$ cat src/common/desc_dma_pkg.sv
////////////////////////////////////////////////////////////////////////////
// Shared types for the descriptor DMA frontend. Data width is fixed at 64
// bits, so a 32-byte descriptor is always read as four beats.
////////////////////////////////////////////////////////////////////////////

`default_nettype none

package desc_dma_pkg;

    typedef logic [63:0] addr_t;
    typedef logic [63:0] data_t;
    typedef logic [31:0] len_t;
    typedef logic [31:0] flags_t;

    // all ones ends a chain
    localparam addr_t ADDR_SENTINEL = '1;

    localparam int unsigned BEATS_PER_DESC     = 4;
    localparam int unsigned INPUT_FIFO_DEPTH   = 8;
    localparam int unsigned PENDING_FIFO_DEPTH = 8;

    // register offsets
    localparam logic [7:0] REG_STATUS    = 8'h00;
    localparam logic [7:0] REG_DESC_ADDR = 8'h08;

    // low bit of each field in the flags word
    localparam int unsigned FLAG_IRQ          = 0;
    localparam int unsigned FLAG_SRC_BURST_LO = 1;
    localparam int unsigned FLAG_DST_BURST_LO = 3;
    localparam int unsigned FLAG_DECOUPLE     = 5;
    localparam int unsigned FLAG_DEBURST      = 7;
    localparam int unsigned FLAG_ID_LO        = 16;

    typedef struct packed {
        logic       valid;
        logic       write;
        logic [7:0] addr;
        data_t      wdata;
    } reg_req_t;

    // status has busy in bit 0 and fifo_full in bit 1
    typedef struct packed {
        logic  ready;
        data_t rdata;
    } reg_rsp_t;

    typedef struct packed {
        logic  ar_valid;
        addr_t ar_addr;
        logic  r_ready;
        logic  aw_valid;
        addr_t aw_addr;
        logic  w_valid;
    } mem_req_t;

    typedef struct packed {
        logic  ar_ready;
        logic  r_valid;
        data_t r_data;
        logic  r_last;
        logic  aw_ready;
        logic  w_ready;
    } mem_rsp_t;

    typedef struct packed {
        len_t       length;
        addr_t      src_addr;
        addr_t      dst_addr;
        logic [7:0] axi_id;
        logic [1:0] src_burst;
        logic [1:0] dst_burst;
        logic       decouple_rw;
        logic       reduce_len;
    } be_req_t;

    typedef struct packed {
        logic  do_irq;
        addr_t desc_addr;
    } pend_t;

    typedef enum logic [1:0] {
        FETCH_IDLE,
        FETCH_SEND_AR,
        FETCH_WAIT_DATA,
        FETCH_SUBMIT
    } fetch_state_e;

    typedef enum logic [1:0] {
        CMPL_IDLE,
        CMPL_WAIT_BE,
        CMPL_SEND_AW,
        CMPL_SEND_W
    } complete_state_e;

endpackage

`default_nettype wire

$ cat src/logic/stream_fifo.sv
////////////////////////////////////////////////////////////////////////////
// Valid/ready FIFO with registered storage. Output is the head entry, so
// data_o is only meaningful while valid_o is high. No flush.
////////////////////////////////////////////////////////////////////////////

`default_nettype none

module stream_fifo #(
    parameter int unsigned WIDTH = 64,
    parameter int unsigned DEPTH = 8
) (
    input  logic             clk_i,
    input  logic             reset_i,
    input  logic [WIDTH-1:0] data_i,
    input  logic             valid_i,
    output logic             ready_o,
    output logic [WIDTH-1:0] data_o,
    output logic             valid_o,
    input  logic             ready_i
);

    localparam int unsigned PTR_W = (DEPTH > 1) ? $clog2(DEPTH) : 1;
    localparam int unsigned CNT_W = $clog2(DEPTH + 1);

    logic [WIDTH-1:0] mem_q [DEPTH];
    logic [PTR_W-1:0] wr_ptr_q;
    logic [PTR_W-1:0] rd_ptr_q;
    logic [CNT_W-1:0] count_q;
    logic             push;
    logic             pop;

    assign ready_o = count_q != CNT_W'(DEPTH);
    assign valid_o = count_q != '0;
    assign data_o  = mem_q[rd_ptr_q];
    assign push    = valid_i && ready_o;
    assign pop     = valid_o && ready_i;

    always_ff @(posedge clk_i) begin
        if (reset_i) begin
            wr_ptr_q <= '0;
            rd_ptr_q <= '0;
            count_q  <= '0;
        end else begin
            // pointers wrap at DEPTH, which need not be a power of two
            if (push) begin
                wr_ptr_q <= (wr_ptr_q == PTR_W'(DEPTH - 1)) ? '0 : wr_ptr_q + 1'b1;
            end
            if (pop) begin
                rd_ptr_q <= (rd_ptr_q == PTR_W'(DEPTH - 1)) ? '0 : rd_ptr_q + 1'b1;
            end
            if (push && !pop) begin
                count_q <= count_q + 1'b1;
            end else if (pop && !push) begin
                count_q <= count_q - 1'b1;
            end
        end
    end

    always_ff @(posedge clk_i) begin
        if (push) begin
            mem_q[wr_ptr_q] <= data_i;
        end
    end

endmodule

`default_nettype wire

$ cat src/logic/desc_reg_port.sv
////////////////////////////////////////////////////////////////////////////
// Register port. A write to the address register waits for room in the
// input FIFO; everything else completes at once. Status lags one cycle.
////////////////////////////////////////////////////////////////////////////

`default_nettype none

module desc_reg_port (
    input  logic                    clk_i,
    input  logic                    reset_i,
    input  desc_dma_pkg::reg_req_t  reg_req_i,
    output desc_dma_pkg::reg_rsp_t  reg_rsp_o,
    output desc_dma_pkg::addr_t     push_data_o,
    output logic                    push_valid_o,
    input  logic                    push_ready_i,
    input  logic                    fetch_busy_i,
    input  logic                    complete_busy_i,
    input  logic                    be_idle_i
);

    import desc_dma_pkg::*;

    logic       addr_write;
    logic [1:0] status_q;

    assign addr_write   = reg_req_i.valid && reg_req_i.write &&
                          (reg_req_i.addr == REG_DESC_ADDR);
    assign push_valid_o = addr_write;
    assign push_data_o  = reg_req_i.wdata;

    // only the address write can be held off
    assign reg_rsp_o.ready = addr_write ? push_ready_i : 1'b1;
    assign reg_rsp_o.rdata = (reg_req_i.addr == REG_STATUS) ? {62'b0, status_q} : '0;

    always_ff @(posedge clk_i) begin
        if (reset_i) begin
            status_q <= '0;
        end else begin
            status_q[0] <= fetch_busy_i || complete_busy_i || !be_idle_i;
            status_q[1] <= !push_ready_i;
        end
    end

endmodule

`default_nettype wire

$ cat src/fetch/desc_fetch.sv
////////////////////////////////////////////////////////////////////////////
// Descriptor fetch engine. Reads a descriptor as one four-beat burst,
// submits it to the backend and the pending FIFO, then follows next until
// the all-ones sentinel. One descriptor is in the engine at a time.
////////////////////////////////////////////////////////////////////////////

`default_nettype none

module desc_fetch (
    input  logic                   clk_i,
    input  logic                   reset_i,
    input  desc_dma_pkg::addr_t    addr_data_i,
    input  logic                   addr_valid_i,
    output logic                   addr_ready_o,
    input  desc_dma_pkg::mem_rsp_t mem_rsp_i,
    output logic                   ar_valid_o,
    output desc_dma_pkg::addr_t    ar_addr_o,
    output logic                   r_ready_o,
    output desc_dma_pkg::be_req_t  be_req_o,
    output logic                   be_req_valid_o,
    input  logic                   be_req_ready_i,
    output desc_dma_pkg::pend_t    pend_o,
    output logic                   pend_valid_o,
    input  logic                   pend_ready_i,
    output logic                   busy_o
);

    import desc_dma_pkg::*;

    fetch_state_e state_q;
    logic [1:0]   beat_q;
    logic         be_valid_q;
    logic         pend_valid_q;
    logic         r_hs;
    logic         last_beat;
    logic         submit_done;

    // descriptor being processed
    addr_t  cur_addr_q;
    len_t   desc_len_q;
    flags_t desc_flags_q;
    addr_t  desc_next_q;
    addr_t  desc_src_q;
    addr_t  desc_dst_q;

    assign addr_ready_o = state_q == FETCH_IDLE;
    assign ar_valid_o   = state_q == FETCH_SEND_AR;
    assign ar_addr_o    = cur_addr_q;
    assign r_ready_o    = state_q == FETCH_WAIT_DATA;
    assign busy_o       = state_q != FETCH_IDLE;

    assign r_hs      = (state_q == FETCH_WAIT_DATA) && mem_rsp_i.r_valid;
    assign last_beat = mem_rsp_i.r_last;

    // each valid may already have dropped on its own ready
    assign submit_done = (state_q == FETCH_SUBMIT) &&
                         (!be_valid_q || be_req_ready_i) &&
                         (!pend_valid_q || pend_ready_i);

    always_ff @(posedge clk_i) begin
        if (reset_i) begin
            state_q      <= FETCH_IDLE;
            beat_q       <= '0;
            be_valid_q   <= 1'b0;
            pend_valid_q <= 1'b0;
        end else begin
            case (state_q)
                FETCH_IDLE: begin
                    if (addr_valid_i) begin
                        state_q <= FETCH_SEND_AR;
                    end
                end
                FETCH_SEND_AR: begin
                    if (mem_rsp_i.ar_ready) begin
                        state_q <= FETCH_WAIT_DATA;
                        beat_q  <= '0;
                    end
                end
                FETCH_WAIT_DATA: begin
                    if (r_hs) begin
                        beat_q <= beat_q + 2'd1;
                        if (last_beat) begin
                            state_q      <= FETCH_SUBMIT;
                            be_valid_q   <= 1'b1;
                            pend_valid_q <= 1'b1;
                        end
                    end
                end
                FETCH_SUBMIT: begin
                    if (be_req_ready_i) begin
                        be_valid_q <= 1'b0;
                    end
                    if (pend_ready_i) begin
                        pend_valid_q <= 1'b0;
                    end
                    if (submit_done) begin
                        state_q <= (desc_next_q == ADDR_SENTINEL) ? FETCH_IDLE : FETCH_SEND_AR;
                    end
                end
                default: state_q <= FETCH_IDLE;
            endcase
        end
    end

    always_ff @(posedge clk_i) begin
        if ((state_q == FETCH_IDLE) && addr_valid_i) begin
            cur_addr_q <= addr_data_i;
        end else if (submit_done) begin
            cur_addr_q <= desc_next_q;
        end
        // beats carry len and flags, then next, src and dst
        if (r_hs) begin
            case (beat_q)
                2'd0: begin
                    desc_len_q   <= mem_rsp_i.r_data[31:0];
                    desc_flags_q <= mem_rsp_i.r_data[63:32];
                end
                2'd1: desc_next_q <= mem_rsp_i.r_data;
                2'd2: desc_src_q  <= mem_rsp_i.r_data;
                2'd3: desc_dst_q  <= mem_rsp_i.r_data;
                default: ;
            endcase
        end
    end

    // burst request built straight from the flags word
    assign be_req_o.length      = desc_len_q;
    assign be_req_o.src_addr    = desc_src_q;
    assign be_req_o.dst_addr    = desc_dst_q;
    assign be_req_o.axi_id      = desc_flags_q[FLAG_ID_LO +: 8];
    assign be_req_o.src_burst   = desc_flags_q[FLAG_SRC_BURST_LO +: 2];
    assign be_req_o.dst_burst   = desc_flags_q[FLAG_DST_BURST_LO +: 2];
    assign be_req_o.decouple_rw = desc_flags_q[FLAG_DECOUPLE];
    assign be_req_o.reduce_len  = desc_flags_q[FLAG_DEBURST];
    assign be_req_valid_o       = be_valid_q;

    assign pend_o.do_irq    = desc_flags_q[FLAG_IRQ];
    assign pend_o.desc_addr = cur_addr_q;
    assign pend_valid_o     = pend_valid_q;

endmodule

`default_nettype wire

$ cat src/completion/desc_complete.sv
////////////////////////////////////////////////////////////////////////////
// Completion engine. Pairs each pending entry with the next backend
// response, in order, then writes all ones to the descriptor's first word.
// The write response is not tracked.
////////////////////////////////////////////////////////////////////////////

`default_nettype none

module desc_complete (
    input  logic                   clk_i,
    input  logic                   reset_i,
    input  desc_dma_pkg::pend_t    pend_i,
    input  logic                   pend_valid_i,
    output logic                   pend_ready_o,
    input  logic                   be_rsp_valid_i,
    output logic                   be_rsp_ready_o,
    input  desc_dma_pkg::mem_rsp_t mem_rsp_i,
    output logic                   aw_valid_o,
    output desc_dma_pkg::addr_t    aw_addr_o,
    output logic                   w_valid_o,
    output logic                   irq_o,
    output logic                   busy_o
);

    import desc_dma_pkg::*;

    complete_state_e state_q;
    pend_t           pend_q;
    logic            irq_q;

    assign pend_ready_o   = state_q == CMPL_IDLE;
    assign be_rsp_ready_o = state_q == CMPL_WAIT_BE;
    assign aw_valid_o     = state_q == CMPL_SEND_AW;
    assign w_valid_o      = state_q == CMPL_SEND_W;
    assign aw_addr_o      = pend_q.desc_addr;
    assign irq_o          = irq_q;
    assign busy_o         = state_q != CMPL_IDLE;

    always_ff @(posedge clk_i) begin
        if (reset_i) begin
            state_q <= CMPL_IDLE;
            irq_q   <= 1'b0;
        end else begin
            // single-cycle pulse by default
            irq_q <= 1'b0;
            case (state_q)
                CMPL_IDLE: begin
                    if (pend_valid_i) begin
                        state_q <= CMPL_WAIT_BE;
                    end
                end
                CMPL_WAIT_BE: begin
                    if (be_rsp_valid_i) begin
                        state_q <= CMPL_SEND_AW;
                    end
                end
                CMPL_SEND_AW: begin
                    if (mem_rsp_i.aw_ready) begin
                        state_q <= CMPL_SEND_W;
                    end
                end
                CMPL_SEND_W: begin
                    if (mem_rsp_i.w_ready) begin
                        state_q <= CMPL_IDLE;
                        irq_q   <= pend_q.do_irq;
                    end
                end
                default: state_q <= CMPL_IDLE;
            endcase
        end
    end

    always_ff @(posedge clk_i) begin
        if ((state_q == CMPL_IDLE) && pend_valid_i) begin
            pend_q <= pend_i;
        end
    end

endmodule

`default_nettype wire

$ cat src/logic/desc_dma_top.sv
////////////////////////////////////////////////////////////////////////////
// Descriptor DMA frontend top. Fetch drives the AR/R half of the memory
// bus and completion drives the AW/W half; they never share a channel.
////////////////////////////////////////////////////////////////////////////

`default_nettype none

module desc_dma_top (
    input  logic                   clk_i,
    input  logic                   reset_i,
    input  desc_dma_pkg::reg_req_t reg_req_i,
    output desc_dma_pkg::reg_rsp_t reg_rsp_o,
    output desc_dma_pkg::mem_req_t mem_req_o,
    input  desc_dma_pkg::mem_rsp_t mem_rsp_i,
    output desc_dma_pkg::be_req_t  be_req_o,
    output logic                   be_req_valid_o,
    input  logic                   be_req_ready_i,
    input  logic                   be_rsp_valid_i,
    output logic                   be_rsp_ready_o,
    input  logic                   be_idle_i,
    output logic                   irq_o
);

    import desc_dma_pkg::*;

    // address queue
    addr_t in_push_data;
    logic  in_push_valid;
    logic  in_push_ready;
    addr_t in_pop_data;
    logic  in_pop_valid;
    logic  in_pop_ready;

    // pending queue
    pend_t pend_push_data;
    logic  pend_push_valid;
    logic  pend_push_ready;
    pend_t pend_pop_data;
    logic  pend_pop_valid;
    logic  pend_pop_ready;

    logic  fetch_busy;
    logic  complete_busy;

    desc_reg_port i_reg_port (
        .clk_i           (clk_i),
        .reset_i         (reset_i),
        .reg_req_i       (reg_req_i),
        .reg_rsp_o       (reg_rsp_o),
        .push_data_o     (in_push_data),
        .push_valid_o    (in_push_valid),
        .push_ready_i    (in_push_ready),
        .fetch_busy_i    (fetch_busy),
        .complete_busy_i (complete_busy),
        .be_idle_i       (be_idle_i)
    );

    stream_fifo #(
        .WIDTH ($bits(addr_t)),
        .DEPTH (INPUT_FIFO_DEPTH)
    ) i_addr_fifo (
        .clk_i   (clk_i),
        .reset_i (reset_i),
        .data_i  (in_push_data),
        .valid_i (in_push_valid),
        .ready_o (in_push_ready),
        .data_o  (in_pop_data),
        .valid_o (in_pop_valid),
        .ready_i (in_pop_ready)
    );

    desc_fetch i_fetch (
        .clk_i          (clk_i),
        .reset_i        (reset_i),
        .addr_data_i    (in_pop_data),
        .addr_valid_i   (in_pop_valid),
        .addr_ready_o   (in_pop_ready),
        .mem_rsp_i      (mem_rsp_i),
        .ar_valid_o     (mem_req_o.ar_valid),
        .ar_addr_o      (mem_req_o.ar_addr),
        .r_ready_o      (mem_req_o.r_ready),
        .be_req_o       (be_req_o),
        .be_req_valid_o (be_req_valid_o),
        .be_req_ready_i (be_req_ready_i),
        .pend_o         (pend_push_data),
        .pend_valid_o   (pend_push_valid),
        .pend_ready_i   (pend_push_ready),
        .busy_o         (fetch_busy)
    );

    stream_fifo #(
        .WIDTH ($bits(pend_t)),
        .DEPTH (PENDING_FIFO_DEPTH)
    ) i_pend_fifo (
        .clk_i   (clk_i),
        .reset_i (reset_i),
        .data_i  (pend_push_data),
        .valid_i (pend_push_valid),
        .ready_o (pend_push_ready),
        .data_o  (pend_pop_data),
        .valid_o (pend_pop_valid),
        .ready_i (pend_pop_ready)
    );

    desc_complete i_complete (
        .clk_i          (clk_i),
        .reset_i        (reset_i),
        .pend_i         (pend_pop_data),
        .pend_valid_i   (pend_pop_valid),
        .pend_ready_o   (pend_pop_ready),
        .be_rsp_valid_i (be_rsp_valid_i),
        .be_rsp_ready_o (be_rsp_ready_o),
        .mem_rsp_i      (mem_rsp_i),
        .aw_valid_o     (mem_req_o.aw_valid),
        .aw_addr_o      (mem_req_o.aw_addr),
        .w_valid_o      (mem_req_o.w_valid),
        .irq_o          (irq_o),
        .busy_o         (complete_busy)
    );

endmodule

`default_nettype wire

$ cat config.mk
export PLATFORM = sky130hd
export DESIGN_NAME = desc_dma_top
export DESIGN_NICKNAME = d
export VERILOG_FILES = /design/src/common/desc_dma_pkg.sv /design/src/logic/stream_fifo.sv /design/src/logic/desc_reg_port.sv /design/src/fetch/desc_fetch.sv /design/src/completion/desc_complete.sv /design/src/logic/desc_dma_top.sv
export SDC_FILE = /design/constraint.sdc
export NUM_CORES = 1
export LEC_CHECK = 0
export BUFFER_PORTS_ARGS = -buffer_cell sky130_fd_sc_hd__buf_2
export CAP_MARGIN = 20
export CORE_MARGIN = 2
export CORE_UTILIZATION = 60
export CTS_BUF_LIST = sky130_fd_sc_hd__clkbuf_4
export DETAILED_ROUTE_END_ITERATION = 6
export PLACE_DENSITY = 0.93
export SYNTH_ARGS = -nofsm -noshare
export SYNTH_HDL_FRONTEND = slang
export SYNTH_HIERARCHICAL = 1
export SYNTH_SLANG_ARGS = --single-unit
$ cat constraint.sdc
create_clock -name clk_i -period 19.5 [get_ports clk_i]
set_input_delay 2.925 -clock clk_i [delete_from_list [all_inputs] [get_ports clk_i]]
set_output_delay 2.925 -clock clk_i [all_outputs]
set_load 0.05 [all_outputs]
==> metrics <==
Hold Fails Final Rpt=0; WP data required=16.57 ns; IO Pins=522; post-synth top area cell=edfxtp_1; clock share of power=0.271; Comb pwr share=0.243; Chip Width=306 um; P_sw=2.85 mW; Initial Util=0.607; Netlist cell types=48; GRT Overall Usage=0.272; P_int=5.76 mW; first-pass GRT wire length=184000 um; Synth area leaders=edfxtp_1 (77%), mux4_2 (11%), mux2_2 (4.0%); most common cell in the netlist=edfxtp_1; worst-skew pair later-pin latency=1.16 ns; Root Driver=clkbuf_4; Layout Cells excl Fill=4464; Sw Share=0.331; RSZ-0062 raised after global routing=false; placed instance area=56700 um^2; Critical Path AT=4.21 ns; Pwr Density=141 nW/um^2; DRC violation total after the first TritonRoute iteration=3642; min cycle time layout=7.13 ns; Final setup viols=0; core outline area=90100 um^2; post_cts resized=0; slew at the pin closest to its max-slew limit=1.23 ns; number of hold buffers added after cts=0; First-pass DRT Iterations=6; initial antenna violation count=35; CTS tree=done; Layout Nets=3206; R2R Setup Slk=15.79 ns; clock tree buffer depth=4; reg2reg end=i_complete/aw_addr_o[50]; max frequency=140 MHz; setup_tns=0 ns; Final period util=0.366; Yosys warning total=6; synthesis-to-finish area growth=11.4%; hold path depth=2; commonest cells in the netlist=edfxtp_1 (1400), mux4_2 (258), buf_4 (257), mux2_2 (195), dfxtp_1 (37); hold path startpoint=i_pend_fifo/rd_ptr_q[2]; Avg Vias per Cell=6.12; largest net degree at the start of global routing=75; die height=306 um; DR vias=27323; top cell type's share of synthesized area=0.768; Worst slew margin=0.182; postcts setup bufs=0; proportion of layout cells with a drive suffix above 1=0.451; DIE AREA=93600 um^2; Avg Synthesized Cell Area=22.3 um^2; clock slew at reported path FFs=0.08 ns; critical path class=input pin to primary output; post-DP HPWL=76500 um; Max IR drop VDD=134 uV; Post-synth EDFFs=1400; CTS Buf Count=356; port bufs=459; fraction of registers with async set/reset=0; Post-Syn Area=54700 um^2; run status=completed; Finished Core Util=0.676; vias in the first global route=27831; ys flop type=edfxtp_1; critical path endpoint category=primary output; Clock Skews=0.136 ns; Max-cap violations=0; Slew Viols, Final=0; peak fanout along the critical path=2; sequential area share after synthesis=0.782; Final ANT Viol Nets=0; Cells after Synth=2457; htree depth=5; static leakage=20.3 nW; total gr overflow=0; Worst Setup Start Kind=input pin; GPL Wtd Cong=0.839; min-delay worst type=register to register; sequential share of power=0.486; Avg WL per Cell=29.2 um; DRC viols=0; Final Cell Area=61000 um^2; dpl cells=3841; #FFs+latches synth=1437; CTS sink cnt=1437; row cnt=110; worst r2r path cells=5; DRT Wirelength=130000 um
## power by group through the flow
stage | Sequential (mW) | Combinational (mW) | Clock (mW)
5_1_grt | 4.22 | 2.17 | 2.52
4_1_cts | 4.18 | 2.07 | 2.36
6_report | 4.18 | 2.09 | 2.34
3_5_place_dp | 4.24 | 2.05 | 0
3_3_place_gp | 4.20 | 2.00 | 0
2_1_floorplan | 4.28 | 1.62 | 0
## routing by layer
layer	routed length [um]	track usage	vias up
met4	5720	0.124	26
met2	64100	0.428	2058
li1	-	-	11068
met5	159	0	-
met1	45000	0.358	13816
met3	15300	0.0776	355
## area by class of cell
cell class                 instances  area, um^2
antenna                           20        50.0
sequential                      1437       42800
multi-input combinational        728        9840
tap                             1176        1470
timing repair buffer             490        2630
clock buffer                     467        3510
fill                            5154       29200
clock inverter                   131         606
inverter                          15        56.3
## critical path: stages
cell and delay (ns):
buf_2 0.11, or4_4 0.55, or3_1 0.40, buf_2 0.23
## sequential cells by signal, indices dropped and copies added, names as in the netlist, 15 cells and up, named ones only
register and count:
i_fetch/ar_addr_o 64, i_fetch/desc_src_q 64, i_pend_fifo/mem_q 520, i_complete/aw_addr_o 64, i_fetch/desc_len_q 32, i_addr_fifo/mem_q 512
i_fetch/desc_dst_q 64, i_fetch/desc_flags_q 15, i_fetch/desc_next_q 64
## layout by cell type, fill, tap and decap left out, types with 5 or more instances in the layout
cell type	n
a21oi_1	24
buf_16	5
buf_2	459
buf_4	26
clkbuf_4	467
clkinv_1	105
clkinv_2	12
conb_1	62
dfxtp_1	31
dfxtp_4	6
diode_2	20
edfxtp_1	1400
ha_1	28
inv_1	14
inv_2	7
mux2_2	195
mux2i_1	5
mux4_2	258
nand2_1	25
nand2b_1	11
nand3_1	10
nand4_1	17
nor2_1	19
nor2_4	6
nor3_2	8
nor4_1	6
or3_1	6
## stage by stage
| step | setup slack (ns) | hold slack (ns) | power, mW |
|---|---|---|---|
| 2_1_floorplan | 8.98 | 0.454 | 5.90 |
| 3_3_place_gp | 12.40 | 0.453 | 6.20 |
| 3_5_place_dp | 12.42 | 0.480 | 6.30 |
| 4_1_cts | 12.40 | 0.500 | 8.61 |
| 5_1_grt | 12.38 | 0.525 | 8.92 |
| 6_report | 12.37 | 0.505 | 8.61 |
## cell families (layout without fill, tap and decap cells)
family / after synthesis / in the layout / share of synthesized area
AOI/OAI and AO/OA: 38 / 38 / 0.00423
muxes: 459 / 459 / 0.147
adders and majority gates: 30 / 30 / 0.00713
and+or+nand+nor: 135 / 135 / 0.0135
other: 1 / 82 / 0.0000685
DFF: 1437 / 1437 / 0.782
xor gates and xnor gates: 4 / 4 / 0.000640
buffers and inverters: 353 / 1103 / 0.0453
## how the worst max path moves through the flow
stage	start	end	slack, ns	cells past startpoint
2_1_floorplan	reg_req_i[69]	i_addr_fifo/mem_q[0][0]	8.98	4
3_3_place_gp	reg_req_i[69]	reg_rsp_o[64]	12.40	4
3_5_place_dp	reg_req_i[69]	reg_rsp_o[64]	12.42	4
4_1_cts	reg_req_i[69]	reg_rsp_o[64]	12.40	4
5_1_grt	reg_req_i[69]	reg_rsp_o[64]	12.38	4
6_report	reg_req_i[69]	reg_rsp_o[64]	12.37	4
Power figures use the tool's default switching activity.
